$ cat config.mk
export PLATFORM = sky130hd
export DESIGN_NAME = phy_mgmt_top
export DESIGN_NICKNAME = d
export VERILOG_FILES = /design/src/source/phy_mgmt_pkg.sv /design/src/source/phy_init_table.sv /design/src/source/phy_init_sequencer.sv /design/src/source/mdio_master.sv /design/src/source/phy_mgmt_top.sv
export VERILOG_INCLUDE_DIRS = /design/src /design/src/source
export SDC_FILE = /design/constraint.sdc
export NUM_CORES = 1
export LEC_CHECK = 0
export ABC_AREA = 1
export BUFFER_PORTS_ARGS = -buffer_cell sky130_fd_sc_hd__buf_2
export CAP_MARGIN = 10
export CORE_MARGIN = 2
export CORE_UTILIZATION = 45
export DETAILED_ROUTE_END_ITERATION = 7
export GPL_TIMING_DRIVEN = 0
export SLEW_MARGIN = 20
export SYNTH_ARGS = -nofsm -noshare
export SYNTH_HDL_FRONTEND = slang
export SYNTH_SLANG_ARGS = --single-unit
$ cat constraint.sdc
create_clock -name clk_125mhz -period 1.9 [get_ports clk_125mhz]
set_input_delay 0.285 -clock clk_125mhz [delete_from_list [all_inputs] [get_ports clk_125mhz]]
set_output_delay 0.285 -clock clk_125mhz [all_outputs]
set_load 0.05 [all_outputs]
$ cat src/source/phy_mgmt_params.svh
// PHY management constants
`ifndef PHY_MGMT_PARAMS_SVH
`define PHY_MGMT_PARAMS_SVH

// MDIO address of the copper SGMII PHY
`define PHY_MGMT_PHY_ADDR 5'd3

// power-on wait before the first frame, in clk_125mhz cycles
`define PHY_MGMT_INIT_DELAY 20'hFFFFF

// clk_125mhz cycles per MDC half period
// 125 / (2 * 3) gives about 20.8 MHz, under the 25 MHz PHY limit
`define PHY_MGMT_MDC_HALF 8'd3

// frame layout
`define PHY_MGMT_PREAMBLE_BITS 32
`define PHY_MGMT_FRAME_BITS 32

// clause 22 writes in the init sequence
`define PHY_MGMT_INIT_STEPS 12

// indirect access registers
`define PHY_MGMT_REG_REGCR 5'h0D
`define PHY_MGMT_REG_ADDAR 5'h0E

// REGCR codes for the address and data phases
`define PHY_MGMT_REGCR_ADDR 16'h001F
`define PHY_MGMT_REGCR_DATA 16'h401F

`endif

$ cat src/source/phy_mgmt_pkg.sv
// PHY management types
package phy_mgmt_pkg;

    // one clause 22 write
    // start, op, PHY address and turnaround are fixed in the master
    typedef struct packed {
        logic [4:0]  reg_addr;
        logic [15:0] data;
    } mdio_cmd_t;

    // index into the init sequence, 0 to 11
    typedef logic [3:0] init_step_t;

    // extended registers reached through REGCR/ADDAR
    typedef enum logic [15:0] {
        // SGMII autonegotiation timer
        ext_reg_cfg4          = 16'h0031,
        // SGMII clock output control
        ext_reg_sgmiictl1     = 16'h00D3,
        // 10 Mb/s SGMII operation
        ext_reg_10m_sgmii_cfg = 16'h016F
    } ext_reg_t;

endpackage

$ cat src/source/phy_init_table.sv
// PHY init command table
`timescale 1ns/1ps
`include "phy_mgmt_params.svh"

module phy_init_table
    import phy_mgmt_pkg::*;
(
    input  init_step_t step,
    output mdio_cmd_t  cmd
);

    // four MDIO writes per extended register
    localparam int num_ext = `PHY_MGMT_INIT_STEPS / 4;

    typedef struct packed {
        ext_reg_t    addr;
        logic [15:0] value;
    } ext_write_t;

    // extended register targets, written in list order
    localparam ext_write_t ext_writes [num_ext] = '{
        // autonegotiation timer to 11 ms
        '{ext_reg_cfg4,          16'h0070},
        // enable SGMII clock output
        '{ext_reg_sgmiictl1,     16'h4000},
        // enable 10 Mb/s operation
        '{ext_reg_10m_sgmii_cfg, 16'h0015}
    };

    logic [1:0] ext_idx;
    logic [1:0] phase;
    ext_write_t target;

    assign ext_idx = 2'(step >> 2);
    assign phase   = step[1:0];

    always_comb begin
        target = ext_writes[0];
        if (int'(ext_idx) < num_ext) begin
            target = ext_writes[ext_idx];
        end

        case (phase)
            2'd0: begin
                // REGCR, address phase
                cmd.reg_addr = `PHY_MGMT_REG_REGCR;
                cmd.data     = `PHY_MGMT_REGCR_ADDR;
            end
            2'd1: begin
                // ADDAR takes the extended register number
                cmd.reg_addr = `PHY_MGMT_REG_ADDAR;
                cmd.data     = target.addr;
            end
            2'd2: begin
                // REGCR, data phase
                cmd.reg_addr = `PHY_MGMT_REG_REGCR;
                cmd.data     = `PHY_MGMT_REGCR_DATA;
            end
            default: begin
                cmd.reg_addr = `PHY_MGMT_REG_ADDAR;
                cmd.data     = target.value;
            end
        endcase
    end

endmodule

$ cat src/source/phy_init_sequencer.sv
// PHY init sequencer
`timescale 1ns/1ps
`include "phy_mgmt_params.svh"

module phy_init_sequencer
    import phy_mgmt_pkg::*;
#(
    parameter int unsigned init_delay = `PHY_MGMT_INIT_DELAY
) (
    input  logic       clk_125mhz,
    input  logic       rst_125mhz,
    output init_step_t step,
    output logic       cmd_valid,
    input  logic       cmd_ready,
    output logic       init_done
);

    localparam logic [19:0] delay_load = 20'(init_delay);
    localparam init_step_t  last_step  = 4'(`PHY_MGMT_INIT_STEPS - 1);

    logic [19:0] delay_cnt;
    init_step_t  step_q;
    logic        valid_q;
    logic        done_q;
    logic        accept;

    assign accept = valid_q && cmd_ready;

    always_ff @(posedge clk_125mhz) begin
        if (rst_125mhz) begin
            delay_cnt <= delay_load;
            step_q    <= '0;
            valid_q   <= 1'b0;
            done_q    <= 1'b0;
        end else if (delay_cnt != 20'd0) begin
            // PHY still coming out of reset
            delay_cnt <= delay_cnt - 20'd1;
        end else if (accept) begin
            if (step_q == last_step) begin
                // whole table written, stay here until reset
                valid_q <= 1'b0;
                done_q  <= 1'b1;
            end else begin
                // next command offered right away
                // the master's busy period holds it
                step_q <= step_q + 4'd1;
            end
        end else if (!valid_q && !done_q) begin
            // countdown finished, offer step 0
            valid_q <= 1'b1;
        end
    end

    assign step      = step_q;
    assign cmd_valid = valid_q;
    assign init_done = done_q;

endmodule

$ cat src/source/mdio_master.sv
// MDIO clause 22 write master
`timescale 1ns/1ps
`include "phy_mgmt_params.svh"

module mdio_master
    import phy_mgmt_pkg::*;
#(
    parameter logic [7:0] mdc_half = `PHY_MGMT_MDC_HALF
) (
    input  logic      clk_125mhz,
    input  logic      rst_125mhz,
    input  mdio_cmd_t cmd,
    input  logic      cmd_valid,
    output logic      cmd_ready,
    output logic      mdc,
    output logic      mdio_o,
    output logic      mdio_oe
);

    localparam int frame_len = `PHY_MGMT_PREAMBLE_BITS + `PHY_MGMT_FRAME_BITS;
    localparam int bit_cnt_w = $clog2(frame_len);

    // start 01, write op 01, turnaround 10
    localparam logic [1:0] st_code = 2'b01;
    localparam logic [1:0] op_write = 2'b01;
    localparam logic [1:0] ta_code = 2'b10;

    logic [frame_len-1:0] shift_reg;
    logic [frame_len-1:0] frame;
    logic [7:0]           presc;
    logic [bit_cnt_w-1:0] bit_cnt;
    logic                 busy;
    logic                 mdc_q;
    logic                 accept;
    logic                 half_end;

    assign frame = {
        {`PHY_MGMT_PREAMBLE_BITS{1'b1}},
        st_code,
        op_write,
        `PHY_MGMT_PHY_ADDR,
        cmd.reg_addr,
        ta_code,
        cmd.data
    };

    assign accept   = cmd_valid && !busy;
    assign half_end = (presc == 8'd0);

    // control state
    always_ff @(posedge clk_125mhz) begin
        if (rst_125mhz) begin
            busy    <= 1'b0;
            mdc_q   <= 1'b0;
            presc   <= '0;
            bit_cnt <= '0;
        end else if (accept) begin
            // frame begins next cycle with MDC low
            busy    <= 1'b1;
            mdc_q   <= 1'b0;
            presc   <= mdc_half - 8'd1;
            bit_cnt <= bit_cnt_w'(frame_len - 1);
        end else if (busy) begin
            if (!half_end) begin
                presc <= presc - 8'd1;
            end else begin
                presc <= mdc_half - 8'd1;
                if (!mdc_q) begin
                    // rising edge, PHY samples the current bit
                    mdc_q <= 1'b1;
                end else begin
                    mdc_q <= 1'b0;
                    if (bit_cnt == '0) begin
                        // last falling edge closes the frame
                        busy <= 1'b0;
                    end else begin
                        bit_cnt <= bit_cnt - 1'b1;
                    end
                end
            end
        end
    end

    // frame data, shifted out MSB first
    always_ff @(posedge clk_125mhz) begin
        if (accept) begin
            shift_reg <= frame;
        end else if (busy && half_end && mdc_q) begin
            // advance on the falling edge so data is settled at the next rise
            shift_reg <= {shift_reg[frame_len-2:0], 1'b0};
        end
    end

    assign cmd_ready = !busy;
    assign mdc       = mdc_q;
    assign mdio_o    = busy && shift_reg[frame_len-1];
    assign mdio_oe   = busy;

endmodule

$ cat src/source/phy_mgmt_top.sv
// PHY management top level
`timescale 1ns/1ps
`include "phy_mgmt_params.svh"

module phy_mgmt_top
    import phy_mgmt_pkg::*;
#(
    parameter int unsigned init_delay = `PHY_MGMT_INIT_DELAY
) (
    input  logic clk_125mhz,
    input  logic rst_125mhz,
    output logic phy_reset_n,
    output logic phy_mdc,
    output logic phy_mdio_o,
    output logic phy_mdio_t,
    output logic init_done
);

    init_step_t step;
    mdio_cmd_t  cmd;
    logic       cmd_valid;
    logic       cmd_ready;
    logic       mdio_oe;

    // PHY held in reset along with the core
    assign phy_reset_n = !rst_125mhz;

    phy_init_sequencer #(
        .init_delay(init_delay)
    ) i_sequencer (
        .clk_125mhz(clk_125mhz),
        .rst_125mhz(rst_125mhz),
        .step(step),
        .cmd_valid(cmd_valid),
        .cmd_ready(cmd_ready),
        .init_done(init_done)
    );

    phy_init_table i_table (
        .step(step),
        .cmd(cmd)
    );

    mdio_master #(
        .mdc_half(`PHY_MGMT_MDC_HALF)
    ) i_master (
        .clk_125mhz(clk_125mhz),
        .rst_125mhz(rst_125mhz),
        .cmd(cmd),
        .cmd_valid(cmd_valid),
        .cmd_ready(cmd_ready),
        .mdc(phy_mdc),
        .mdio_o(phy_mdio_o),
        .mdio_oe(mdio_oe)
    );

    // tristate control, pin released when high
    assign phy_mdio_t = !mdio_oe;

endmodule

==> impl_metrics.toml, run 1 <==
[pwr]
switching_power_mw = 0.795
power.ir.vdd_worst_mv = 0.377
power.switching_fraction_pct = 21.3
report.power.total_mw = 3.73
power.density_cell_area_nw_per_um2 = 734
power.static_leakage_nw = 2.15
power.share.clock_pct = 37.6
cell_internal_pwr_mw = 2.94
p_comb_share_pct = 1.0
power.sequential.fraction_pct = 61.4

[setup_path]
setup.worst_path.end_class = "flop"
worstSetupStartpointType = "flop"
count_of_buffering_cells_on_the_critical_path_with_inverters_included = 1
timing.critical_path.cells = "inv_1 -> ha_1 -> nand2_2 -> nor2_4 -> nand2_1 -> nor2_2 -> nand3_1 -> nand3_1 -> nand2_1"
cpLargestDelayFamily = "simple AND/OR/NAND/NOR gates"
timing.critical_path.slowest_cell_delay_ns = 0.34
worst-endpoint-required_ns = 2.19
worst-setup-path-type = "flop to flop"
critical_path_arrival_ns = 2.08
cpMaxStageDelayCell = "sky130_fd_sc_hd__dfxtp_1"
crit_fanout = 7

[placed_design]
place_ws_ns = -0.149
io_buffers = 5
placed_cells = 728
place_congestion = 0.848
post_dp_cell_area_sq_um = 4810
place_hpwl_um = 6570

[timing]
slew_viol_final = 0
max_slew.worst_pin.slew_ns = 0.564
post-route-min-period_ns = 1.79
min_period_over_period_pct = 94.3
worst_clock_skew_ns = 0.0135
final_count_of_hold_timing_violations = 0
setup_viol = 0
slew_headroom_pct = 62.4
final.setup.worst_slack_ns = 0.109
max_clock_freq_mhz = 558

[finish]
regArea_sq_um = 2330
layout_overhead_on_the_synthesized_area_pct = 9.97
layout.core_utilization_pct = 51.5
drive_gt1_share_pct = 8.35
multiInputGateArea_sq_um = 2010
final_net_count = 620
fillCellCount = 972
fin_cells = 744
largest_register_ffs = 64
antenna_cells = 0
layout.cell_area.non_filler_sq_um = 5080

[synthesis]
ys.warnings.count = 0
avg_inst_size_synth_sq_um = 7.83
post_synth_num_cell_types = 33
ys_flop_type = "sky130_fd_sc_hd__dfxtp_1"
synthDominantAreaCellType = "sky130_fd_sc_hd__dfxtp_1"
synth_cells = 590
yosysTopAreaCellShare_pct = 36.8
synth_top_cells_by_count = "sky130_fd_sc_hd__nand2_1, sky130_fd_sc_hd__dfxtp_1, sky130_fd_sc_hd__nand3_1"
synth_enable_flop_cells = 21
synth-async-reset-ratio_pct = 0
mappedNetlistArea_sq_um = 4620
synth.net_count = 603
number_of_synthesized_register_bits = 106
ys_seq_area_share_pct = 50.5
netlist_top_cells_area = "sky130_fd_sc_hd__dfxtp_1, sky130_fd_sc_hd__edfxtp_1, sky130_fd_sc_hd__nand2_1, sky130_fd_sc_hd__nand3_1, sky130_fd_sc_hd__nor2_1"
leading_cell_type_by_number_of_instances_after_synthesis = "sky130_fd_sc_hd__nand2_1"

[grt]
grt_pass1_wl_um = 16100
number_of_antenna_violations_at_the_first_check_in_global_routing = 0
pin_count_of_the_biggest_net_entering_global_routing = 24
grt_use_total_pct = 17.9
globalRoute.totalOverflow = 0
grt_pass1_vias = 3558

[die]
initial_utilization_pct = 46.8
die_y_um = 105
fp.coreArea_sq_um = 9860
area_enclosed_by_the_die_boundary_sq_um = 11100
die_width_um = 105
rows = 36
top_level_ports = 7

[run_status]
run_status = "completed"

[detailed_routing]
route.detailed.vias_per_inst = 5.06
drt_wl_total_um = 9400
drt_first_pass_iters = 4
drt_iter0_drc = 226
drt_drc_violations_left = 0
mean_routed_wirelength_per_cell_um = 12.6
detailroute.via_count = 3761
drtAntennaViolNets = 0

[clocking]
tritoncts = "yes"
number_of_buffers_added_by_the_clock_tree_synthesis_step = 9
clock_path_buffers = 2
cts_num_sinks = 106
clockRootBuffer = "sky130_fd_sc_hd__clkbuf_8"
path_clk_slew_ns = 0.10
clk_latency_ns = 0.38
h-tree-depth = 3

[min_path]
path_category_of_the_worst_min_delay_check = "input pin to flop"

[job]
cap_violations = 0
metal layers:
layer,part of all wire [%],GRT usage [%],vias up
met4,1.1,5.24,0
li1,-,-,1959
met5,0,0,-
met2,47,29.4,43
met3,3.4,4.89,8
met1,48,23.0,1751
worst paths after layout:
kind | startpoint | end | slack, ns | cells after the start
setup / recovery | i_sequencer.delay_cnt[0]$_SDFFE_PP1P_ | i_sequencer.cmd_valid$_SDFFE_PP0P_ | 0.11 | 9
hold / removal | rst_125mhz | i_sequencer.delay_cnt[0]$_SDFFE_PP1P_ | 0.41 | 3
setup reg to reg | i_sequencer.delay_cnt[0]$_SDFFE_PP1P_ | i_sequencer.cmd_valid$_SDFFE_PP0P_ | 0.11 | 9
hold reg to reg | i_master.shift_reg[31]$_SDFFE_PP0P_ | i_master.shift_reg[31]$_SDFFE_PP0P_ | 0.46 | 2
power groups by stage:
stage               combinational, mW  clock, mW  sequential [mW]
detailed placement             0.0382          0             2.34
finish                         0.0388       1.40             2.29
CTS                            0.0389       1.46             2.29
floorplan                      0.0271          0             2.34
global placement               0.0368          0             2.34
global route                   0.0440       1.51             2.29
area by class of cell:
| type | instances | share of cell area [%] |
|---|---|---|
| multi-input cells | 402 | 39.6 |
| inverters | 60 | 4.46 |
| clock buffers | 11 | 2.78 |
| repair buffers | 5 | 0.493 |
| plain buffers | 23 | 2.41 |
| clock inverters | 4 | 1.03 |
| well taps | 133 | 3.28 |
| flip-flops and latches | 106 | 45.9 |
through the flow:
step	hold WS (ns)	setup TNS (ns)
final	0.409	0
after global routing	0.427	-0.0189
after CTS	0.393	0
after detailed placement	0.443	-3.70
after global placement	0.439	-2.98
after floorplan	0.420	0
cells in the final DEF, fill, tap and decap left out, drive strengths merged:
master and n:
dfxtp 85, a31oi 2, o311ai 1, inv 58, a221oi 1, clkbuf 20, nand3b 1, a21oi 23
o211ai 10, o31ai 5, nor2 73, nand4 10, or2 3, xor2 6, o21ai 24, nand2 147
bufinv 1, ha 11, clkinv 5, xnor2 4, o21a 2, nand3 74, edfxtp 21, nor3 5
buf 19
kinds of logic (layout without fill, tap and decap cells):
| group | count (synthesis) | after routing | synth area share [%] |
|---|---|---|---|
| AND/OR/NAND/NOR | 312 | 313 | 28.8 |
| AO/OA/AOI/OAI | 68 | 68 | 8.50 |
| flip-flops | 106 | 106 | 50.5 |
| adder cells (fa/ha/maj) | 11 | 11 | 2.98 |
| XOR/XNOR | 10 | 10 | 1.90 |
| buffers and inverters | 83 | 103 | 7.34 |
repair_timing:
item | CTS | global route
setup endpoints to repair | 29 | 38
gates resized for setup | 5 | 12
buffers inserted | 0 | 0
hold buffers | 0 | 0
pin swaps | 0 | 1
gates cloned | 0 | 1
worst register-to-register path, cell delays in order (launching register included):
cell	delay, ns
sky130_fd_sc_hd__dfxtp_1	0.34
sky130_fd_sc_hd__inv_1	0.14
sky130_fd_sc_hd__ha_1	0.21
sky130_fd_sc_hd__nand2_2	0.16
sky130_fd_sc_hd__nor2_4	0.19
sky130_fd_sc_hd__nand2_1	0.12
sky130_fd_sc_hd__nor2_2	0.21
sky130_fd_sc_hd__nand3_1	0.17
sky130_fd_sc_hd__nand3_1	0.10
sky130_fd_sc_hd__nand2_1	0.05
Note: power is estimated with default switching activity, not from simulation.
==> run 2, diff against run 1 <==
--- a/config.mk
+++ b/config.mk
@@ -10,9 +10,10 @@
 export BUFFER_PORTS_ARGS = -buffer_cell sky130_fd_sc_hd__buf_2
 export CAP_MARGIN = 10
 export CORE_MARGIN = 2
-export CORE_UTILIZATION = 45
+export CORE_UTILIZATION = 55
 export DETAILED_ROUTE_END_ITERATION = 7
 export GPL_TIMING_DRIVEN = 0
+export PLACE_DENSITY = 0.74
 export SLEW_MARGIN = 20
 export SYNTH_ARGS = -nofsm -noshare
 export SYNTH_HDL_FRONTEND = slang
==> run 2 against run 1 <==
Die area is 18% lower. Cell count is 3.6% lower. Critical path type unchanged. Largest cell class unchanged. Wire length is 4.5% lower. Highest routed layer unchanged.
==> impl_metrics.toml, run 2 (synthesis gave the netlist of run 1 again) <==
[placed_design]
placed_cells = 700
post_dp_cell_area_sq_um = 4780
place_hpwl_um = 6310
io_buffers = 5
place_congestion = 0.903

[setup_path]
worst-endpoint-required_ns = 2.02
worst-setup-path-type = "flop to flop"
crit_fanout = 11
worstSetupStartpointType = "flop"
timing.critical_path.slowest_cell_delay_ns = 0.34
cpMaxStageDelayCell = "sky130_fd_sc_hd__dfxtp_1"
timing.critical_path.cells = "buf_2 -> inv_2 -> nand2_1 -> buf_2 -> clkbuf_4 -> nand2_8 -> o21a_1"
critical_path_arrival_ns = 1.87
timing.critical_path.mode_cell = "sky130_fd_sc_hd__buf_2"
setup.worst_path.end_class = "flop"
setup.reg_to_reg.worst_slack_ns = 0.15

[clocking]
tritoncts = "yes"
clockRootBuffer = "sky130_fd_sc_hd__clkbuf_8"
clock_path_buffers = 2
path_clk_slew_ns = 0.10
clk_latency_ns = 0.36
cts.hold.buffers_added = 0
h-tree-depth = 3
cts_num_sinks = 106
number_of_buffers_added_by_the_clock_tree_synthesis_step = 9

[run_status]
run_status = "completed"

[timing]
final_count_of_hold_timing_violations = 0
max_clock_freq_mhz = 571
setup_viol = 0
fin_setup_tns_ns = 0
min_period_over_period_pct = 92.2
slew_headroom_pct = 69.4
post-route-min-period_ns = 1.75
slew_viol_final = 0
worst_clock_skew_ns = 0.0110
max_slew.worst_pin.slew_ns = 0.459

[finish]
drive_gt1_share_pct = 8.50
layout.core_utilization_pct = 61.7
fin_cells = 717
most-common-layout-cells = "sky130_fd_sc_hd__nand2_1, sky130_fd_sc_hd__dfxtp_1, sky130_fd_sc_hd__nand3_1"
final_net_count = 620
layout_commonest_cell = "sky130_fd_sc_hd__nand2_1"
layout.cell_area.non_filler_sq_um = 5040
layout_overhead_on_the_synthesized_area_pct = 9.13
largest_register_ffs = 64
antenna_cells = 0

[grt]
grt_pass1_wl_um = 15000
met1_capacity_usage_during_global_routing_pct = 24.9
grt_use_total_pct = 20.7
pin_count_of_the_biggest_net_entering_global_routing = 24
globalRoute.totalOverflow = 0
global_route.usage.met3_pct = 5.45
globalRouteMet2Util_pct = 36.3
number_of_antenna_violations_at_the_first_check_in_global_routing = 0
grt.busiest_layer = "met2"
grt_pass1_vias = 3487

[detailed_routing]
drt_first_pass_iters = 5
route.detailed.vias_per_inst = 5.29
drtAntennaViolNets = 0
detailroute.via_count = 3793
drt_wl_total_um = 8970
drt_iter0_drc = 162
mean_routed_wirelength_per_cell_um = 12.5
drt_drc_violations_left = 0

[min_path]
path_category_of_the_worst_min_delay_check = "input pin to flop"

[pwr]
power.density_cell_area_nw_per_um2 = 739
power.ir.vdd_worst_mv = 0.425
report.power.total_mw = 3.72
power.static_leakage_nw = 2.16

[die]
area_enclosed_by_the_die_boundary_sq_um = 9150
die_y_um = 95.6
top_level_ports = 7
die_width_um = 95.6
rows = 33
initial_utilization_pct = 56.5
fp.coreArea_sq_um = 8180

[job]
cap_violations = 0
[run 2: changes by cell type in the layout (fill, tap and decap cells not counted), sizes merged]
cell and delta:
bufinv -1, clkinv -1, clkinvlp +2, clkbuf +1
[run 2: critical path, delay by kind of cell (launching register included)]
kind / cells / cell delay, ns
compound gates: 1 / 0.13
buf+inv: 4 / 0.83
flops: 1 / 0.34
simple gates: 2 / 0.20
[run 2: through the flow]
step	hold WS [ns]	worst slack, ns
detailed placement	0.437	-0.113
CTS	0.446	0.00821
global placement	0.436	-0.107
global route	0.309	-0.00234
finish	0.301	0.149
floorplan	0.420	0.108
[run 2: worst paths after layout]
kind                                       start                                    end  cells past startpoint
min                                   rst_125mhz  i_sequencer.delay_cnt[2]$_SDFFE_PP1P_                      3
min reg2reg  i_master.shift_reg[26]$_SDFFE_PP0P_    i_master.shift_reg[27]$_SDFFE_PP0P_                      2
max                  i_master.mdio_oe$_SDFF_PP0_   i_master.shift_reg[20]$_SDFFCE_PP1P_                      7
max reg2reg          i_master.mdio_oe$_SDFF_PP0_   i_master.shift_reg[20]$_SDFFCE_PP1P_                      7
[run 2: routing by layer]
metal,wire (um),up-vias
met5,0,-
met4,116,0
met3,330,12
met2,4300,67
met1,4220,1757
li1,-,1957
[run 2: what timing repair did]
item | in CTS | in global routing
buffers inserted | 0 | 0
pin swaps | 0 | 1
resized for setup | 3 | 12
setup endpoints to repair | 26 | 44
cloned | 0 | 1
[run 2: where the power goes]
| part | leakage (nW) | total [mW] | internal [mW] | switching (mW) |
|---|---|---|---|---|
| clock | 0.0999 | 1.40 | 0.633 | 0.763 |
| sequential | 0.831 | 2.29 | 2.29 | 0.00450 |
| combinational | 1.23 | 0.0374 | 0.00879 | 0.0287 |
[run 2: area by class of cell]
| type | instances | area (sq um) |
|---|---|---|
| fillers | 724 | 3130 |
| flip-flops and latches | 106 | 2330 |
| multi-input cells | 402 | 1990 |
| inverters | 60 | 226 |
| clock buffers | 12 | 176 |
| well taps | 105 | 131 |
| plain buffers | 23 | 124 |
| clock inverters | 4 | 32.5 |
| repair buffers | 5 | 25.0 |
==> run 3, diff against run 2 <==
--- a/config.mk
+++ b/config.mk
@@ -13,7 +13,7 @@
 export CORE_UTILIZATION = 55
 export DETAILED_ROUTE_END_ITERATION = 7
 export GPL_TIMING_DRIVEN = 0
-export PLACE_DENSITY = 0.74
+export PLACE_DENSITY = 0.71
 export SLEW_MARGIN = 20
 export SYNTH_ARGS = -nofsm -noshare
 export SYNTH_HDL_FRONTEND = slang
==> constraint.sdc (replaced) <==
create_clock -name clk_125mhz -period 2.1 [get_ports clk_125mhz]
set_input_delay 0.315 -clock clk_125mhz [delete_from_list [all_inputs] [get_ports clk_125mhz]]
set_output_delay 0.315 -clock clk_125mhz [all_outputs]
set_load 0.05 [all_outputs]
==> run 3 against run 2 <==
Sequential share of layout area grew 0.53 points. Design area decreased by 1.2%. Critical path depth shrank 3. Clock power is 12% lower. Cell count shrank 0.14%. Flip-flop and latch count unchanged. Register-to-register slack gained 0.06 ns. Highest routed layer unchanged.
==> impl_metrics.toml, run 3 (synthesis gave the netlist of run 1 again) <==
[detailed_routing]
drt_first_pass_iters = 4
drt_iter0_drc = 174
detailroute.via_count = 3754
drtAntennaViolNets = 0
drt_wl_total_um = 8900
drt_drc_violations_left = 0
mean_routed_wirelength_per_cell_um = 12.4
route.detailed.vias_per_inst = 5.24

[setup_path]
worstSetupEndpoint = "phy_reset_n"
timing.rr.end = "i_master.shift_reg[20]$_SDFFCE_PP1P_"
setup.worst_path.end_class = "output pin"
regToRegStartpoint = "i_master.mdio_oe$_SDFF_PP0_"
setup.reg_to_reg.worst_slack_ns = 0.21
crit_fanout = 10
worst-endpoint-required_ns = 1.78
worstSetupStartpointType = "input pin"
worst_setup_path_startpoint = "rst_125mhz"
worst-setup-path-type = "input pin to output pin"
critical_path_arrival_ns = 1.61
timing.reg2reg.worst_path_depth = 7

[finish]
layout_overhead_on_the_synthesized_area_pct = 7.83
layout_commonest_cell = "sky130_fd_sc_hd__nand2_1"
largest_register_ffs = 64
fillCellCount = 733
final_net_count = 619
drive_gt1_share_pct = 7.53
most-common-layout-cells = "sky130_fd_sc_hd__nand2_1, sky130_fd_sc_hd__dfxtp_1, sky130_fd_sc_hd__nand3_1"
antenna_cells = 0
fin_cells = 716
layout.core_utilization_pct = 60.9

[clocking]
tritoncts = "yes"
clk_latency_ns = 0.37
number_of_buffers_added_by_the_clock_tree_synthesis_step = 9
path_clk_slew_ns = 0.11
cts_setup_buffers = 0
h-tree-depth = 3
cts_num_sinks = 106
cts_repair_resize_count = 0
clockRootBuffer = "sky130_fd_sc_hd__clkbuf_8"
cts.hold.buffers_added = 0
clock_path_buffers = 2

[timing]
fin_setup_tns_ns = 0
max_clock_freq_mhz = 520
grt_setup_unrepaired = "false"
post-route-min-period_ns = 1.92
final_count_of_hold_timing_violations = 0
worst_clock_skew_ns = 0.00991
max_slew.worst_pin.slew_ns = 0.526
slew_viol_final = 0
slew_headroom_pct = 64.9
setup_viol = 0
min_period_over_period_pct = 91.5

[die]
die_width_um = 95.6
rows = 33
area_enclosed_by_the_die_boundary_sq_um = 9150
top_level_ports = 7
fp.coreArea_sq_um = 8180
initial_utilization_pct = 56.5
die_y_um = 95.6

[min_path]
path_category_of_the_worst_min_delay_check = "input pin to flop"

[pwr]
power.static_leakage_nw = 2.13
power.ir.vdd_worst_mv = 0.272
power.density_cell_area_nw_per_um2 = 670

[placed_design]
io_buffers = 5
place_congestion = 0.930
place_hpwl_um = 6280
placed_cells = 700

[grt]
grt_pass1_wl_um = 15100
grt_pass1_vias = 3445
number_of_antenna_violations_at_the_first_check_in_global_routing = 0
pin_count_of_the_biggest_net_entering_global_routing = 24
grt_use_total_pct = 21.0
globalRoute.totalOverflow = 0

[run_status]
run_status = "completed"

[job]
cap_violations = 0
==> run 3: cell types whose count changed in the layout (fill, tap and decap cells not counted), moves of 2 or more <==
cell                         delta
sky130_fd_sc_hd__nand2_8        -2
sky130_fd_sc_hd__buf_2          +3
sky130_fd_sc_hd__clkbuf_2       -2
sky130_fd_sc_hd__clkinv_4       -2
sky130_fd_sc_hd__inv_6          +4
sky130_fd_sc_hd__clkinvlp_4     -2
sky130_fd_sc_hd__buf_4          -2
==> run 3: layout make-up <==
cell class | instances | area [sq um] | area share [%]
repair buffers | 5 | 25.0 | 0.502
well taps | 105 | 131 | 2.64
flip-flops and latches | 106 | 2330 | 46.8
multi-input cells | 401 | 1960 | 39.4
clock inverters | 5 | 41.3 | 0.829
plain buffers | 23 | 114 | 2.29
inverters | 60 | 225 | 4.52
clock buffers | 11 | 151 | 3.04
==> run 3: where the power goes <==
part | internal [mW] | total (mW) | switching [mW]
Sequential | 2.07 | 2.07 | 0.00436
Clock | 0.515 | 1.23 | 0.717
Combinational | 0.00758 | 0.0334 | 0.0258
Total | 2.59 | 3.34 | 0.747
==> run 3: per-stage QoR <==
stage / setup slack (ns) / hold WS [ns] / total power, mW / cell area [sq um]
2_1_floorplan: 0.166 / 0.420 / 2.14 / 4620
3_3_place_gp: 0.117 / 0.429 / 2.15 / 4780
3_5_place_dp: 0.0640 / 0.442 / 2.15 / 4780
4_1_cts: 0.0446 / 0.413 / 3.37 / 4970
5_1_grt: 0.0223 / 0.459 / 3.44 / 4980
6_report: 0.178 / 0.429 / 3.34 / 4980
==> run 3: layer usage <==
layer / vias up / wire, um / track usage, %
met5: - / 0 / 0
met2: 47 / 4240 / 34.7
li1: 1955 / - / -
met1: 1732 / 4210 / 26.4
met4: 0 / 200 / 8.33
met3: 20 / 242 / 4.82
==> run 3: how the worst min path moves through the flow <==
stage	from	to	slack, ns	depth (start not counted)
final	rst_125mhz	i_sequencer.delay_cnt[2]$_SDFFE_PP1P_	0.43	3
after global routing	rst_125mhz	i_sequencer.delay_cnt[1]$_SDFFE_PP1P_	0.46	3
after CTS	rst_125mhz	i_sequencer.delay_cnt[2]$_SDFFE_PP1P_	0.41	3
after detailed placement	i_master.shift_reg[26]$_SDFFE_PP0P_	i_master.shift_reg[27]$_SDFFE_PP0P_	0.44	2
after global placement	i_master.shift_reg[26]$_SDFFE_PP0P_	i_master.shift_reg[27]$_SDFFE_PP0P_	0.43	2
after floorplan	i_master.shift_reg[26]$_SDFFE_PP0P_	i_master.shift_reg[27]$_SDFFE_PP0P_	0.42	2
==> run 3: critical path, stage by stage <==
cell                       delay (ns)
sky130_fd_sc_hd__clkbuf_1        0.34
sky130_fd_sc_hd__clkinv_1        0.38
sky130_fd_sc_hd__clkbuf_1        0.30
sky130_fd_sc_hd__buf_2           0.27
